## src/verilog/creator_cfg.svh

```systemverilog
// Bus widths, address map, version word, reset values and PWM period
`ifndef CREATOR_CFG_SVH
`define CREATOR_CFG_SVH

// --------------------
// Bus geometry
// --------------------
`define CREATOR_ADDR_W 15
`define CREATOR_DATA_W 16
// Top address bits used for slave select
`define CREATOR_REGION_W 3

// Region codes
`define CREATOR_REGION_CTRL 3'b000
`define CREATOR_REGION_GPIO 3'b100

// --------------------
// System control block
// --------------------
// VER0 holds the low word
`define CREATOR_VERSION 64'hBAD2_6032_000A_0001
`define CREATOR_DAC_MUTE_INIT 1'b1
`define CREATOR_DAC_HP_NSPK_INIT 1'b0
`define CREATOR_VOLUME_INIT 15
// Volume bits that reach the PWM
`define CREATOR_VOLUME_W 5
// Clocks per PWM period
`define CREATOR_PWM_PERIOD 30

// GPIO pin count
`define CREATOR_GPIO_W 16

`endif

```

## src/verilog/creator_bus_pkg.sv

```systemverilog
// Bus address, data and region types, region codes and region extraction
`include "creator_cfg.svh"

package creator_bus_pkg;

  // Full word address
  typedef logic [`CREATOR_ADDR_W-1:0] bus_addr_t;

  // One data word
  typedef logic [`CREATOR_DATA_W-1:0] bus_data_t;

  // Decode field at the top of the address
  typedef logic [`CREATOR_REGION_W-1:0] region_t;

  // Regions with a slave behind them
  localparam region_t REGION_CTRL = `CREATOR_REGION_CTRL;
  localparam region_t REGION_GPIO = `CREATOR_REGION_GPIO;

  // Top address bits select the slave
  function automatic region_t region_of(bus_addr_t adr);
    return adr[`CREATOR_ADDR_W-1 -: `CREATOR_REGION_W];
  endfunction

endpackage

```

## src/verilog/creator_regs_pkg.sv

```systemverilog
// Register offset types and field positions for the control and GPIO slaves
package creator_regs_pkg;

  // --------------------
  // System control offsets
  // --------------------
  typedef enum logic [3:0] {
    VER0     = 4'd0,
    VER1     = 4'd1,
    VER2     = 4'd2,
    VER3     = 4'd3,
    DAC_CTRL = 4'd4,
    VOLUME   = 4'd5
  } ctrl_reg_e;

  // DAC_CTRL fields
  localparam int DAC_MUTE_BIT    = 0;
  localparam int DAC_HP_NSPK_BIT = 1;

  // GPIO offsets
  typedef enum logic [1:0] {
    DIR = 2'd0,
    OUT = 2'd1,
    IN  = 2'd2
  } gpio_reg_e;

endpackage

```

## src/verilog/wb_if.sv

```systemverilog
// Bus interface with master, slave and monitor modports
`timescale 1ns/10ps

interface wb_if import creator_bus_pkg::*; ();

  // Request side, owned by the master
  bus_addr_t adr;
  bus_data_t dat_w;
  logic      we;
  logic      cyc;
  logic      stb;

  // Response side, owned by the slave
  bus_data_t dat_r;
  logic      ack;

  modport master (
    output adr, dat_w, we, cyc, stb,
    input  dat_r, ack
  );

  modport slave (
    input  adr, dat_w, we, cyc, stb,
    output dat_r, ack
  );

  // Observe only
  modport monitor (
    input adr, dat_w, dat_r, we, cyc, stb, ack
  );

endinterface

```

## src/verilog/spi_wb_bridge.sv

```systemverilog
// SPI frame receiver with pin synchronizers, bit counter and bus master FSM
`timescale 1ns/10ps

module spi_wb_bridge import creator_bus_pkg::*; (
  input  logic clk,
  input  logic reset_i,
  input  logic sck_i,
  input  logic ss_i,
  input  logic mosi_i,
  output logic miso_o,
  wb_if.master bus
);

  localparam int DATA_W = $bits(bus_data_t);
  localparam int CNT_W  = $clog2(2 * DATA_W + 1);
  // Bit counts at end of command and end of frame
  localparam logic [CNT_W-1:0] CMD_END   = CNT_W'(DATA_W);
  localparam logic [CNT_W-1:0] FRAME_END = CNT_W'(2 * DATA_W);

  typedef enum logic [1:0] {IDLE, SETUP, ACCESS} state_e;

  logic [2:0] sck_sync;
  logic [1:0] ss_sync;
  logic [1:0] mosi_sync;
  logic sck_rise;
  logic sck_fall;
  logic ss_s;
  logic [CNT_W-1:0] bit_cnt;
  logic [CNT_W-1:0] cnt_next;
  bus_data_t in_sr;
  bus_data_t next_word;
  bus_data_t cmd_q;
  bus_data_t wdata_q;
  bus_data_t rd_sr;
  logic cmd_done;
  logic data_done;
  logic start;
  logic shift_out;
  state_e state;

  // --------------------
  // Pin synchronizers
  // --------------------
  // Third sck stage only for edge detect
  always_ff @(posedge clk) begin
    if (reset_i) begin
      sck_sync <= '0;
      ss_sync  <= '1;
    end else begin
      sck_sync <= {sck_sync[1:0], sck_i};
      ss_sync  <= {ss_sync[0], ss_i};
    end
  end

  always_ff @(posedge clk) begin
    mosi_sync <= {mosi_sync[0], mosi_i};
  end

  assign sck_rise  = sck_sync[1] & ~sck_sync[2];
  assign sck_fall  = ~sck_sync[1] & sck_sync[2];
  // High while deselected
  assign ss_s      = ss_sync[1];
  assign cnt_next  = bit_cnt + 1'b1;
  assign next_word = {in_sr[DATA_W-2:0], mosi_sync[1]};

  // --------------------
  // Frame bit counter
  // --------------------
  // Deselect restarts the frame, so a cut frame never reaches 32
  always_ff @(posedge clk) begin
    if (reset_i) begin
      bit_cnt   <= '0;
      cmd_done  <= 1'b0;
      data_done <= 1'b0;
    end else begin
      cmd_done  <= 1'b0;
      data_done <= 1'b0;
      if (ss_s) begin
        bit_cnt <= '0;
      end else if (sck_rise && bit_cnt != FRAME_END) begin
        bit_cnt   <= cnt_next;
        cmd_done  <= (cnt_next == CMD_END);
        data_done <= (cnt_next == FRAME_END);
      end
    end
  end

  // MSB first capture of command and write data
  always_ff @(posedge clk) begin
    if (!ss_s && sck_rise) begin
      in_sr <= next_word;
      if (cnt_next == CMD_END) begin
        cmd_q <= next_word;
      end
      if (cnt_next == FRAME_END) begin
        wdata_q <= next_word;
      end
    end
  end

  // --------------------
  // Bus master
  // --------------------
  // Read after the command word, write after the data word if still selected
  assign start = (cmd_done && !cmd_q[DATA_W-1]) ||
                 (data_done && cmd_q[DATA_W-1] && !ss_s);

  always_ff @(posedge clk) begin
    if (reset_i) begin
      state   <= IDLE;
      bus.cyc <= 1'b0;
      bus.stb <= 1'b0;
    end else begin
      case (state)
        IDLE: begin
          if (start) begin
            state <= SETUP;
          end
        end
        SETUP: begin
          bus.cyc <= 1'b1;
          bus.stb <= 1'b1;
          state   <= ACCESS;
        end
        default: begin
          // Drop the request in the cycle after ack
          if (bus.ack) begin
            bus.cyc <= 1'b0;
            bus.stb <= 1'b0;
            state   <= IDLE;
          end
        end
      endcase
    end
  end

  // Request fields settle one clock ahead of cyc
  always_ff @(posedge clk) begin
    if (state == IDLE && start) begin
      bus.adr   <= bus_addr_t'(cmd_q);
      bus.we    <= cmd_q[DATA_W-1];
      bus.dat_w <= wdata_q;
    end
  end

  // --------------------
  // MISO path
  // --------------------
  // Read word moves out after each falling sck in the data half
  assign shift_out = sck_fall && !ss_s && !cmd_q[DATA_W-1] && (bit_cnt >= CMD_END);

  always_ff @(posedge clk) begin
    if (state == ACCESS && bus.ack && !bus.we) begin
      rd_sr <= bus.dat_r;
    end else if (shift_out) begin
      rd_sr <= {rd_sr[DATA_W-2:0], 1'b0};
    end
  end

  always_ff @(posedge clk) begin
    if (reset_i || ss_s) begin
      miso_o <= 1'b0;
    end else if (shift_out) begin
      miso_o <= rd_sr[DATA_W-1];
    end
  end

  // Strobe only inside a cycle
  a_stb_in_cyc: assert property (@(posedge clk) disable iff (reset_i)
    $rose(bus.stb) |-> bus.cyc);

  // Address and direction held until the slave answers
  a_req_stable: assert property (@(posedge clk) disable iff (reset_i)
    bus.stb && !bus.ack |=> $stable(bus.adr) && $stable(bus.we));

endmodule

```

## src/verilog/wb_decoder.sv

```systemverilog
// Region decoder with request steering, response mux and default responder
`timescale 1ns/10ps

module wb_decoder import creator_bus_pkg::*; (
  input  logic clk,
  input  logic reset_i,
  wb_if.slave  host,
  wb_if.master ctrl,
  wb_if.master gpio
);

  region_t region;
  logic sel_ctrl;
  logic sel_gpio;
  logic sel_none;
  logic def_ack;

  assign region   = region_of(host.adr);
  assign sel_ctrl = (region == REGION_CTRL);
  assign sel_gpio = (region == REGION_GPIO);
  // Everything else is unmapped
  assign sel_none = !sel_ctrl && !sel_gpio;

  // --------------------
  // Request steering
  // --------------------
  // Address, data and we fan out to both slaves
  assign ctrl.adr   = host.adr;
  assign ctrl.dat_w = host.dat_w;
  assign ctrl.we    = host.we;
  assign gpio.adr   = host.adr;
  assign gpio.dat_w = host.dat_w;
  assign gpio.we    = host.we;

  // Only the selected slave sees the cycle
  assign ctrl.cyc = host.cyc && sel_ctrl;
  assign ctrl.stb = host.stb && sel_ctrl;
  assign gpio.cyc = host.cyc && sel_gpio;
  assign gpio.stb = host.stb && sel_gpio;

  // --------------------
  // Default responder
  // --------------------
  // One clock ack so an unmapped access still completes
  always_ff @(posedge clk) begin
    if (reset_i) begin
      def_ack <= 1'b0;
    end else begin
      def_ack <= host.cyc && host.stb && sel_none && !def_ack;
    end
  end

  // Response mux
  assign host.ack = (sel_ctrl && ctrl.ack) || (sel_gpio && gpio.ack) || def_ack;

  always_comb begin
    if (sel_ctrl) begin
      host.dat_r = ctrl.dat_r;
    end else if (sel_gpio) begin
      host.dat_r = gpio.dat_r;
    end else begin
      // Unmapped reads return zero
      host.dat_r = '0;
    end
  end

  // No slave answers outside a strobe
  a_ack_in_stb: assert property (@(posedge clk) disable iff (reset_i)
    host.ack |-> host.stb);

endmodule

```

## src/verilog/system_ctrl.sv

```systemverilog
// System control slave with version words, DAC control, volume register and PWM
`timescale 1ns/10ps
`include "creator_cfg.svh"

module system_ctrl import creator_bus_pkg::*, creator_regs_pkg::*; (
  input  logic clk,
  input  logic reset_i,
  wb_if.slave  bus,
  output logic dac_mute_o,
  output logic dac_hp_nspk_o,
  output logic dac_volume_o
);

  localparam logic [63:0] VERSION = `CREATOR_VERSION;
  localparam int VOL_W = `CREATOR_VOLUME_W;
  // Last count of the PWM period
  localparam logic [VOL_W-1:0] PWM_LAST = VOL_W'(`CREATOR_PWM_PERIOD - 1);

  ctrl_reg_e ofs;
  bus_data_t rd_data;
  bus_data_t volume_q;
  logic req;
  logic wr_en;
  logic [VOL_W-1:0] pwm_cnt;

  // Higher offset bits ignored
  assign ofs   = ctrl_reg_e'(bus.adr[$bits(ctrl_reg_e)-1:0]);
  assign req   = bus.cyc && bus.stb && !bus.ack;
  // Register update in the ack cycle
  assign wr_en = bus.cyc && bus.stb && bus.we && bus.ack;

  // --------------------
  // Read mux
  // --------------------
  always_comb begin
    case (ofs)
      VER0:     rd_data = VERSION[15:0];
      VER1:     rd_data = VERSION[31:16];
      VER2:     rd_data = VERSION[47:32];
      VER3:     rd_data = VERSION[63:48];
      DAC_CTRL: rd_data = bus_data_t'({dac_hp_nspk_o, dac_mute_o});
      VOLUME:   rd_data = volume_q;
      default:  rd_data = '0;
    endcase
  end

  // Ack one clock after the request, data alongside
  always_ff @(posedge clk) begin
    if (reset_i) begin
      bus.ack <= 1'b0;
    end else begin
      bus.ack <= req;
    end
  end

  always_ff @(posedge clk) begin
    if (req) begin
      bus.dat_r <= rd_data;
    end
  end

  // Writable registers, version words read only
  always_ff @(posedge clk) begin
    if (reset_i) begin
      dac_mute_o    <= `CREATOR_DAC_MUTE_INIT;
      dac_hp_nspk_o <= `CREATOR_DAC_HP_NSPK_INIT;
      volume_q      <= bus_data_t'(`CREATOR_VOLUME_INIT);
    end else if (wr_en) begin
      case (ofs)
        DAC_CTRL: begin
          dac_mute_o    <= bus.dat_w[DAC_MUTE_BIT];
          dac_hp_nspk_o <= bus.dat_w[DAC_HP_NSPK_BIT];
        end
        VOLUME:   volume_q <= bus.dat_w;
        default:  ;
      endcase
    end
  end

  // --------------------
  // Volume PWM
  // --------------------
  // Free running period, high while count below duty
  always_ff @(posedge clk) begin
    if (reset_i) begin
      pwm_cnt      <= '0;
      dac_volume_o <= 1'b0;
    end else begin
      pwm_cnt      <= (pwm_cnt == PWM_LAST) ? '0 : pwm_cnt + 1'b1;
      dac_volume_o <= (pwm_cnt < volume_q[VOL_W-1:0]);
    end
  end

  // Single cycle ack even while the master still holds cyc
  a_ack_pulse: assert property (@(posedge clk) disable iff (reset_i)
    bus.ack |=> !bus.ack);

endmodule

```

## src/verilog/gpio_port.sv

```systemverilog
// GPIO slave with direction, output and synchronized input registers
`timescale 1ns/10ps
`include "creator_cfg.svh"

module gpio_port import creator_bus_pkg::*, creator_regs_pkg::*; (
  input  logic                       clk,
  input  logic                       reset_i,
  wb_if.slave                        bus,
  input  logic [`CREATOR_GPIO_W-1:0] gpio_in_i,
  output logic [`CREATOR_GPIO_W-1:0] gpio_dir_o,
  output logic [`CREATOR_GPIO_W-1:0] gpio_out_o
);

  localparam int GPIO_W = `CREATOR_GPIO_W;

  gpio_reg_e ofs;
  bus_data_t rd_data;
  logic req;
  logic wr_en;
  logic [GPIO_W-1:0] in_meta;
  logic [GPIO_W-1:0] in_sync;

  assign ofs   = gpio_reg_e'(bus.adr[$bits(gpio_reg_e)-1:0]);
  assign req   = bus.cyc && bus.stb && !bus.ack;
  assign wr_en = bus.cyc && bus.stb && bus.we && bus.ack;

  // Two flop input synchronizer
  always_ff @(posedge clk) begin
    in_meta <= gpio_in_i;
    in_sync <= in_meta;
  end

  always_comb begin
    case (ofs)
      DIR:     rd_data = bus_data_t'(gpio_dir_o);
      OUT:     rd_data = bus_data_t'(gpio_out_o);
      IN:      rd_data = bus_data_t'(in_sync);
      default: rd_data = '0;
    endcase
  end

  always_ff @(posedge clk) begin
    if (reset_i) begin
      bus.ack <= 1'b0;
    end else begin
      bus.ack <= req;
    end
  end

  always_ff @(posedge clk) begin
    if (req) begin
      bus.dat_r <= rd_data;
    end
  end

  // IN is read only, so only DIR and OUT take writes
  always_ff @(posedge clk) begin
    if (reset_i) begin
      gpio_dir_o <= '0;
      gpio_out_o <= '0;
    end else if (wr_en) begin
      case (ofs)
        DIR:     gpio_dir_o <= GPIO_W'(bus.dat_w);
        OUT:     gpio_out_o <= GPIO_W'(bus.dat_w);
        default: ;
      endcase
    end
  end

  // Pin direction moves only after a completed write
  a_dir_after_write: assert property (@(posedge clk) disable iff (reset_i)
    $changed(gpio_dir_o) |-> $past(bus.ack && bus.we));

endmodule

```

## src/verilog/creator_core.sv

```systemverilog
// Register system top level with SPI bridge, decoder, control and GPIO slaves
`timescale 1ns/10ps
`include "creator_cfg.svh"

module creator_core (
  input  logic                       clk,
  input  logic                       reset_i,
  // SPI host port
  input  logic                       spi_sck_i,
  input  logic                       spi_ss_i,
  input  logic                       spi_mosi_i,
  output logic                       spi_miso_o,
  // DAC control pins
  output logic                       dac_mute_o,
  output logic                       dac_hp_nspk_o,
  output logic                       dac_volume_o,
  // GPIO pins, split by direction
  input  logic [`CREATOR_GPIO_W-1:0] gpio_in_i,
  output logic [`CREATOR_GPIO_W-1:0] gpio_dir_o,
  output logic [`CREATOR_GPIO_W-1:0] gpio_out_o
);

  // --------------------
  // Bus segments
  // --------------------
  wb_if host_bus ();
  wb_if ctrl_bus ();
  wb_if gpio_bus ();

  // SPI host is the only master
  spi_wb_bridge spi0 (
    .clk     (clk),
    .reset_i (reset_i),
    .sck_i   (spi_sck_i),
    .ss_i    (spi_ss_i),
    .mosi_i  (spi_mosi_i),
    .miso_o  (spi_miso_o),
    .bus     (host_bus.master)
  );

  wb_decoder dec0 (
    .clk     (clk),
    .reset_i (reset_i),
    .host    (host_bus.slave),
    .ctrl    (ctrl_bus.master),
    .gpio    (gpio_bus.master)
  );

  // Region 000
  system_ctrl sysctl0 (
    .clk           (clk),
    .reset_i       (reset_i),
    .bus           (ctrl_bus.slave),
    .dac_mute_o    (dac_mute_o),
    .dac_hp_nspk_o (dac_hp_nspk_o),
    .dac_volume_o  (dac_volume_o)
  );

  // Region 100
  gpio_port gpio0 (
    .clk        (clk),
    .reset_i    (reset_i),
    .bus        (gpio_bus.slave),
    .gpio_in_i  (gpio_in_i),
    .gpio_dir_o (gpio_dir_o),
    .gpio_out_o (gpio_out_o)
  );

endmodule

```

## config.mk

```make
export PLATFORM = sky130hd
export DESIGN_NAME = creator_core
export DESIGN_NICKNAME = d
export VERILOG_FILES = /design/src/verilog/creator_bus_pkg.sv /design/src/verilog/creator_regs_pkg.sv /design/src/verilog/wb_if.sv /design/src/verilog/spi_wb_bridge.sv /design/src/verilog/wb_decoder.sv /design/src/verilog/system_ctrl.sv /design/src/verilog/gpio_port.sv /design/src/verilog/creator_core.sv
export VERILOG_INCLUDE_DIRS = /design/src /design/src/verilog
export SDC_FILE = /design/constraint.sdc
export NUM_CORES = 1
export LEC_CHECK = 0
export ABC_CLOCK_PERIOD_IN_PS = 3250
export BUFFER_PORTS_ARGS = -buffer_cell sky130_fd_sc_hd__buf_4
export CORE_UTILIZATION = 52
export CTS_BUF_LIST = sky130_fd_sc_hd__clkbuf_4 sky130_fd_sc_hd__clkbuf_8
export DETAILED_ROUTE_END_ITERATION = 12
export PLACE_DENSITY = 0.72
export SYNTH_ARGS = -nofsm -noshare
export SYNTH_HDL_FRONTEND = slang
export SYNTH_SLANG_ARGS = --single-unit
```

## constraint.sdc

```tcl
create_clock -name clk -period 3.25 [get_ports clk]
set_clock_uncertainty 0.15 [all_clocks]
set_input_delay 0 -clock clk [delete_from_list [all_inputs] [get_ports clk]]
set_output_delay 0 -clock clk [all_outputs]
set_load 0.005 [all_outputs]
```

==> flow_summary.json, run 1 <==
{
  "status": "finished, final reports clean",
  "drive_gt1_share_pct": 16.60,
  "fin_crit_sh_pct": 76.59,
  "yosysWarnings": 0,
  "clk_latency_ns": 0.51,
  "path_max_fanout": 24,
  "postCtsHoldBufs": 38,
  "cts_tree": "built",
  "antenna_found_initial": 0,
  "cts.sinks": 221,
  "end_kind": "flip-flop",
  "wire_per_inst_um": 17.18,
  "ctsResizeCount": 0,
  "drc": 0,
  "diodes": 0,
  "cp.required_ns": 3.42,
  "cp_slowest_cell": "nor2b_1",
  "clockBufferDepth": 3,
  "grt_start_max_net_pins": 71,
  "r2r_setup_slack_ns": 0.76,
  "grt.met1_usage_pct": 28.79,
  "nNetsFinal": 777,
  "criticalPathCategory": "flip-flop to flip-flop",
  "synth_area_per_cell_sq_um": 12.37,
  "grt_use_total_pct": 21.49,
  "postLayoutCoreUtil_pct": 64.99,
  "instances_no_fill": 955,
  "cts_setup_buffers": 0,
  "antenna_left": 0,
  "die-area_sq_um": 15770,
  "finalSetupTns_ns": 0,
  "fp.dieH_um": 125.6,
  "area.sequential_sq_um": 5535,
  "slew_headroom_pct": 23.46,
  "rsz0062_at_grt": "no",
  "max_freq_ghz": 0.4017,
  "timing.final.crit_period_ns": 2.489,
  "drt_iter0_drc": 426,
  "cts_buffers": 35,
  "syn_nets": 672,
  "busiest_layer": "met2",
  "grt_pass1_wl_um": 26290,
  "grt-ovfl-total": 0,
  "multi_input_area_sq_um": 2197,
  "ir_drop_mv": 0.4347,
  "cap_violations": 0,
  "ys_types": 47,
  "routed-via-count": 5134,
  "clk_pin_slew_worst_paths_ns": 0.06,
  "p_leak_nw": 3.569,
  "port_buffers": 56,
  "num_io_pins": 57,
  "cts_max_level": 2,
  "worst_pin_slew_ns": 1.146,
  "timing_hold_violations_final": 0,
  "met3_usage_pct": 3.851,
  "core_area_sq_um": 14700,
  "met2_usage_pct": 34.97,
  "hpwl_um": 10450,
  "hold_path.class": "input port to flip-flop",
  "setup_viol": 0,
  "drv_slew": 0,
  "synth_sequential_area_ratio_pct": 69.71,
  "synthesis.area_sq_um": 7940,
  "arrival_ns": 2.66,
  "placed_cells": 856,
  "dp_slack_ns": 0.9090,
  "routabilityCongestion": 0.7870,
  "die_x_um": 125.6,
  "crit_chain": "nor2b_1, nand2_1, o21ai_0",
  "synth_cells": 642,
  "power_density_nw_per_um2": 562.8,
  "via_per_inst": 5.376,
  "fillers": 1071,
  "first_global_vias": 5080,
  "clockRootBuffer": "clkbuf_8",
  "rows": 44,
  "start_util_pct": 54.02,
  "ys_ff_latch": 221,
  "drtPass1Iterations": 5,
  "worst_slack_ns": 0.7607,
  "area_growth_pct": 20.31,
  "start_kind": "flip-flop",
  "critPathMaxStageDelay_ns": 0.98,
  "drt-total-wl_um": 16410
}
## cell families (layout without fill, tap and decap cells)
kind of cell | count (synthesis) | after routing | synth area share, %
buffers and inverters | 45 | 174 | 2.742
XOR/XNOR | 7 | 7 | 0.7722
multiplexers | 37 | 37 | 4.727
AND/OR/NAND/NOR | 211 | 211 | 12.21
flip-flops | 221 | 221 | 69.71
adder cells (fa/ha/maj) | 9 | 9 | 1.418
AO/OA/AOI/OAI | 112 | 112 | 8.415
## layout by cell type (no fill, tap or decap), types with 2 or more instances in the layout
| cell | count |
|---|---|
| a21o_1 | 3 |
| a21oi_1 | 60 |
| a31oi_1 | 5 |
| and3_1 | 4 |
| and3b_1 | 3 |
| and4bb_2 | 2 |
| buf_4 | 63 |
| bufinv_16 | 2 |
| clkbuf_4 | 8 |
| clkbuf_8 | 37 |
| clkinv_1 | 8 |
| clkinv_2 | 5 |
| dfxtp_1 | 110 |
| dlygate4sd3_1 | 38 |
| edfxtp_1 | 111 |
| ha_1 | 9 |
| inv_1 | 12 |
| mux2i_1 | 36 |
| nand2_1 | 117 |
| nand2b_1 | 4 |
| nand3_1 | 12 |
| nand4_1 | 2 |
| nor2_1 | 28 |
| nor2b_1 | 8 |
| nor3_1 | 14 |
| nor4_1 | 2 |
| nor4b_1 | 3 |
| o21ai_0 | 19 |
| o2bb2ai_1 | 15 |
| or2_2 | 4 |
| or3_1 | 3 |
| xnor2_1 | 3 |
| xor2_1 | 4 |
## power breakdown
| part | leakage, nW | switching (mW) | internal (mW) |
|---|---|---|---|
| sequential | 1.92 | 0.0138 | 2.93 |
| combinational | 1.29 | 0.0345 | 0.0553 |
| clock | 0.363 | 1.04 | 1.31 |
| total | 3.57 | 1.08 | 4.29 |
## synth_stat cells, drive strengths merged
library cell,instances,area (sq um)
nor4,2,12.51
and3b,3,26.28
xnor2,3,26.28
and3,4,25.02
buf,17,110.1
edfxtp,111,3333
o31ai,1,7.510
nor4b,3,26.28
a211o,1,8.760
dfxtp,110,2202
nor2b,8,50.05
a31oi,5,31.28
a21oi,61,309.1
mux2i,36,360.4
or2,4,25.02
a21o,3,22.52
a41o,1,10.01
nand3,12,60.06
clkbuf,16,62.56
inv,12,45.04
or3,3,18.77
xor2,4,35.03
nor3b,1,7.510
o2111ai,1,15.01
a21boi,1,7.510
nand2,117,439.2
or4b,1,10.01
nor3,15,75.07
ha,9,112.6
nand4,2,12.51
and2,1,6.260
nand3b,1,20.02
o21a,1,7.510
o2bb2ai,15,131.4
and4bb,2,25.02
a2111oi,1,8.760
mux2,1,15.01
nor2,28,105.1
o21ai,20,100.1
o22a,1,8.760
nand2b,4,25.02
## cell type report
class / count / area share, %
clock buffers: 45 / 5.959
clock inverters: 16 / 1.284
inverters: 12 / 0.4715
multi-input cells: 376 / 23.00
flip-flops and latches: 221 / 57.94
well taps: 184 / 2.410
repair buffers: 101 / 8.933
## per-stage QoR
step	hold slack [ns]	area, sq um	power [mW]
4_1_cts	0.03667	9553	5.415
6_report	0.07638	9553	5.377
3_5_place_dp	-0.04410	8481	3.057
5_1_grt	0.07239	9553	5.550
3_3_place_gp	-0.04465	8481	3.055
2_1_floorplan	-0.1223	7940	3.027
## layer usage
| metal | vias to the layer above | routed length, um |
|---|---|---|
| li1 | 2479 | - |
| met4 | 0 | 332 |
| met3 | 28 | 938 |
| met1 | 2475 | 7201 |
| met5 | - | 0 |
| met2 | 152 | 7934 |
## final timing paths
path	to	from	cells past startpoint
setup / recovery	gpio0.bus.dat_r[8]$_DFFE_PP_	spi0.bus.adr[1]$_DFFE_PP_	3
hold / removal	spi0.ss_sync[0]$_SDFF_PP1_	spi_ss_i	3
setup reg to reg	gpio0.bus.dat_r[8]$_DFFE_PP_	spi0.bus.adr[1]$_DFFE_PP_	3
hold reg to reg	gpio0.in_sync[2]$_DFF_P_	gpio0.in_meta[2]$_DFF_P_	0
## critical path: cells and delay by family, from the launching register on
kind	cells	cell delay [ns]
AND/OR/NAND/NOR	2	1.16
AO/OA/AOI/OAI	1	0.17
flip-flops	1	0.81
Note: power is estimated with default switching activity, not from simulation.
==> inputs of run 2 (changes only) <==
--- a/config.mk
+++ b/config.mk
@@ -6,7 +6,7 @@
 export SDC_FILE = /design/constraint.sdc
 export NUM_CORES = 1
 export LEC_CHECK = 0
-export ABC_CLOCK_PERIOD_IN_PS = 3250
+export ABC_CLOCK_PERIOD_IN_PS = 2500
 export BUFFER_PORTS_ARGS = -buffer_cell sky130_fd_sc_hd__buf_4
 export CORE_UTILIZATION = 52
 export CTS_BUF_LIST = sky130_fd_sc_hd__clkbuf_4 sky130_fd_sc_hd__clkbuf_8
==> constraint.sdc (replaced) <==
create_clock -name clk -period 2.5 [get_ports clk]
set_clock_uncertainty 0.15 [all_clocks]
set_input_delay 0 -clock clk [delete_from_list [all_inputs] [get_ports clk]]
set_output_delay 0 -clock clk [all_outputs]
set_load 0.005 [all_outputs]
==> run 2 against run 1 <==
Effect of this change: the run now ends with DRC left; combinational power grew 29%; sequential cell count is the same; highest routed layer unchanged; critical path depth rose by 3; register-to-register slack lost 0.44 ns.
==> flow_summary.json, run 2 (synthesis results as in run 1) <==
{
  "wl_met1_um": 7565,
  "end_kind": "flip-flop",
  "seqPwrFrac_pct": 53.0,
  "antenna_left": 0,
  "first_global_vias": 5070,
  "drt_iter0_drc": 359,
  "start_util_pct": 54.02,
  "core_area_sq_um": 14700,
  "cp.required_ns": 2.57,
  "postCtsHoldBufs": 38,
  "path_max_fanout": 16,
  "arrival_ns": 2.25,
  "timing.final.crit_period_ns": 2.183,
  "diodes": 0,
  "slew_headroom_pct": 53.10,
  "intPower_mw": 5.773,
  "nNetsFinal": 790,
  "routed-via-count": 5211,
  "p_sw_share_pct": 20.03,
  "ir_drop_mv": 0.4306,
  "die-area_sq_um": 15770,
  "fp.dieH_um": 125.6,
  "die_x_um": 125.6,
  "whs_ns": 0.05486,
  "cap_violations": 0,
  "routed.top_layer": "met4",
  "dp_slack_ns": 0.3421,
  "via_per_inst": 5.356,
  "wl_met3_um": 726,
  "drt-total-wl_um": 16430,
  "wire_per_inst_um": 16.89,
  "ctsResizeCount": 0,
  "cts_max_level": 2,
  "max_freq_ghz": 0.4581,
  "grt-ovfl-total": 0,
  "fin_crit_sh_pct": 87.32,
  "rsz0062_at_grt": "no",
  "hpwl_um": 10600,
  "final_cell_mix": "nand2_1, edfxtp_1, dfxtp_1, buf_4, a21oi_1",
  "placed_cells": 867,
  "timing_hold_violations_final": 0,
  "p_leak_nw": 3.670,
  "drv_slew": 0,
  "p_sw_mw": 1.446,
  "cts_tree": "built",
  "antenna_found_initial": 0,
  "grt_pass1_wl_um": 26410,
  "grt_start_max_net_pins": 71,
  "start_kind": "flip-flop",
  "clk_pin_slew_worst_paths_ns": 0.06,
  "cts_setup_buffers": 0,
  "clockBufferDepth": 3,
  "routabilityCongestion": 0.8247,
  "instances_no_fill": 973,
  "area_growth_pct": 22.41,
  "clk_latency_ns": 0.54,
  "drive_gt1_share_pct": 19.14,
  "power_density_nw_per_um2": 742.8,
  "drc": 1,
  "hold_path.class": "input port to flip-flop",
  "worst_slack_ns": 0.3169,
  "clockRootBuffer": "clkbuf_8",
  "criticalPathCategory": "flip-flop to flip-flop",
  "cts_buffers": 37,
  "finalInstanceArea_sq_um": 9719,
  "fillers": 1018,
  "violations": "DRC",
  "p_comb_share_pct": 1.6,
  "setup_viol": 0,
  "status": "finished with violations",
  "port_buffers": 56,
  "num_io_pins": 57,
  "postLayoutCoreUtil_pct": 66.12,
  "rows": 44,
  "wl_met2_um": 7776,
  "dpl_cell_area_sq_um": 8566,
  "clockPowerShare_pct": 45.3,
  "drtPass1Iterations": 8,
  "worst_pin_slew_ns": 0.7035,
  "cts.sinks": 221,
  "final_common_cell": "nand2_1",
  "grt_use_total_pct": 21.78
}
[run 2: through the flow]
step	setup TNS, ns	power, mW
floorplan	-0.2630	3.936
global placement	0	3.969
detailed placement	0	3.973
CTS	0	7.277
global route	0	7.484
finish	0	7.219
[run 2: metal layers]
layer | global-route usage, % | up-vias
met1 | 29.45 | 2535
met5 | 0 | -
li1 | - | 2522
met3 | 4.835 | 31
met2 | 34.54 | 123
met4 | 8.106 | 0
[run 2: final cells by class]
class	instances	area [sq um]	share of cell area, %
timing repair buffer	112	935.9	9.629
inverter	12	45.04	0.4634
tap	184	230.2	2.369
clock buffer	60	700.7	7.209
clock inverter	8	72.57	0.7467
multi-input combinational	376	2200	22.63
sequential	221	5535	56.95
[run 2: final timing paths]
kind              slack (ns)  depth (start not counted)                          from                         end
hold reg to reg         0.16                          0      gpio0.in_meta[8]$_DFF_P_    gpio0.in_sync[8]$_DFF_P_
setup / recovery        0.32                          6  spi0.bit_cnt[0]$_SDFFE_PP0P_   spi0.wdata_q[9]$_DFFE_PP_
hold / removal          0.05                          3                      spi_ss_i  spi0.ss_sync[0]$_SDFF_PP1_
setup reg to reg        0.32                          6  spi0.bit_cnt[0]$_SDFFE_PP0P_   spi0.wdata_q[9]$_DFFE_PP_
[run 2: critical path, stage by stage, from the launching register on]
cell	delay, ns
dfxtp_1	0.46
ha_1	0.28
nand3_1	0.15
xor2_1	0.26
o21ai_0	0.19
nor2_2	0.14
buf_4	0.24
[run 2: power groups by stage]
| stage | Sequential, mW | Clock [mW] | Combinational, mW |
|---|---|---|---|
| finish | 3.83 | 3.27 | 0.116 |
| floorplan | 3.90 | 0 | 0.0359 |
| CTS | 3.83 | 3.33 | 0.113 |
| global placement | 3.90 | 0 | 0.0643 |
| detailed placement | 3.91 | 0 | 0.0676 |
| global route | 3.83 | 3.53 | 0.126 |
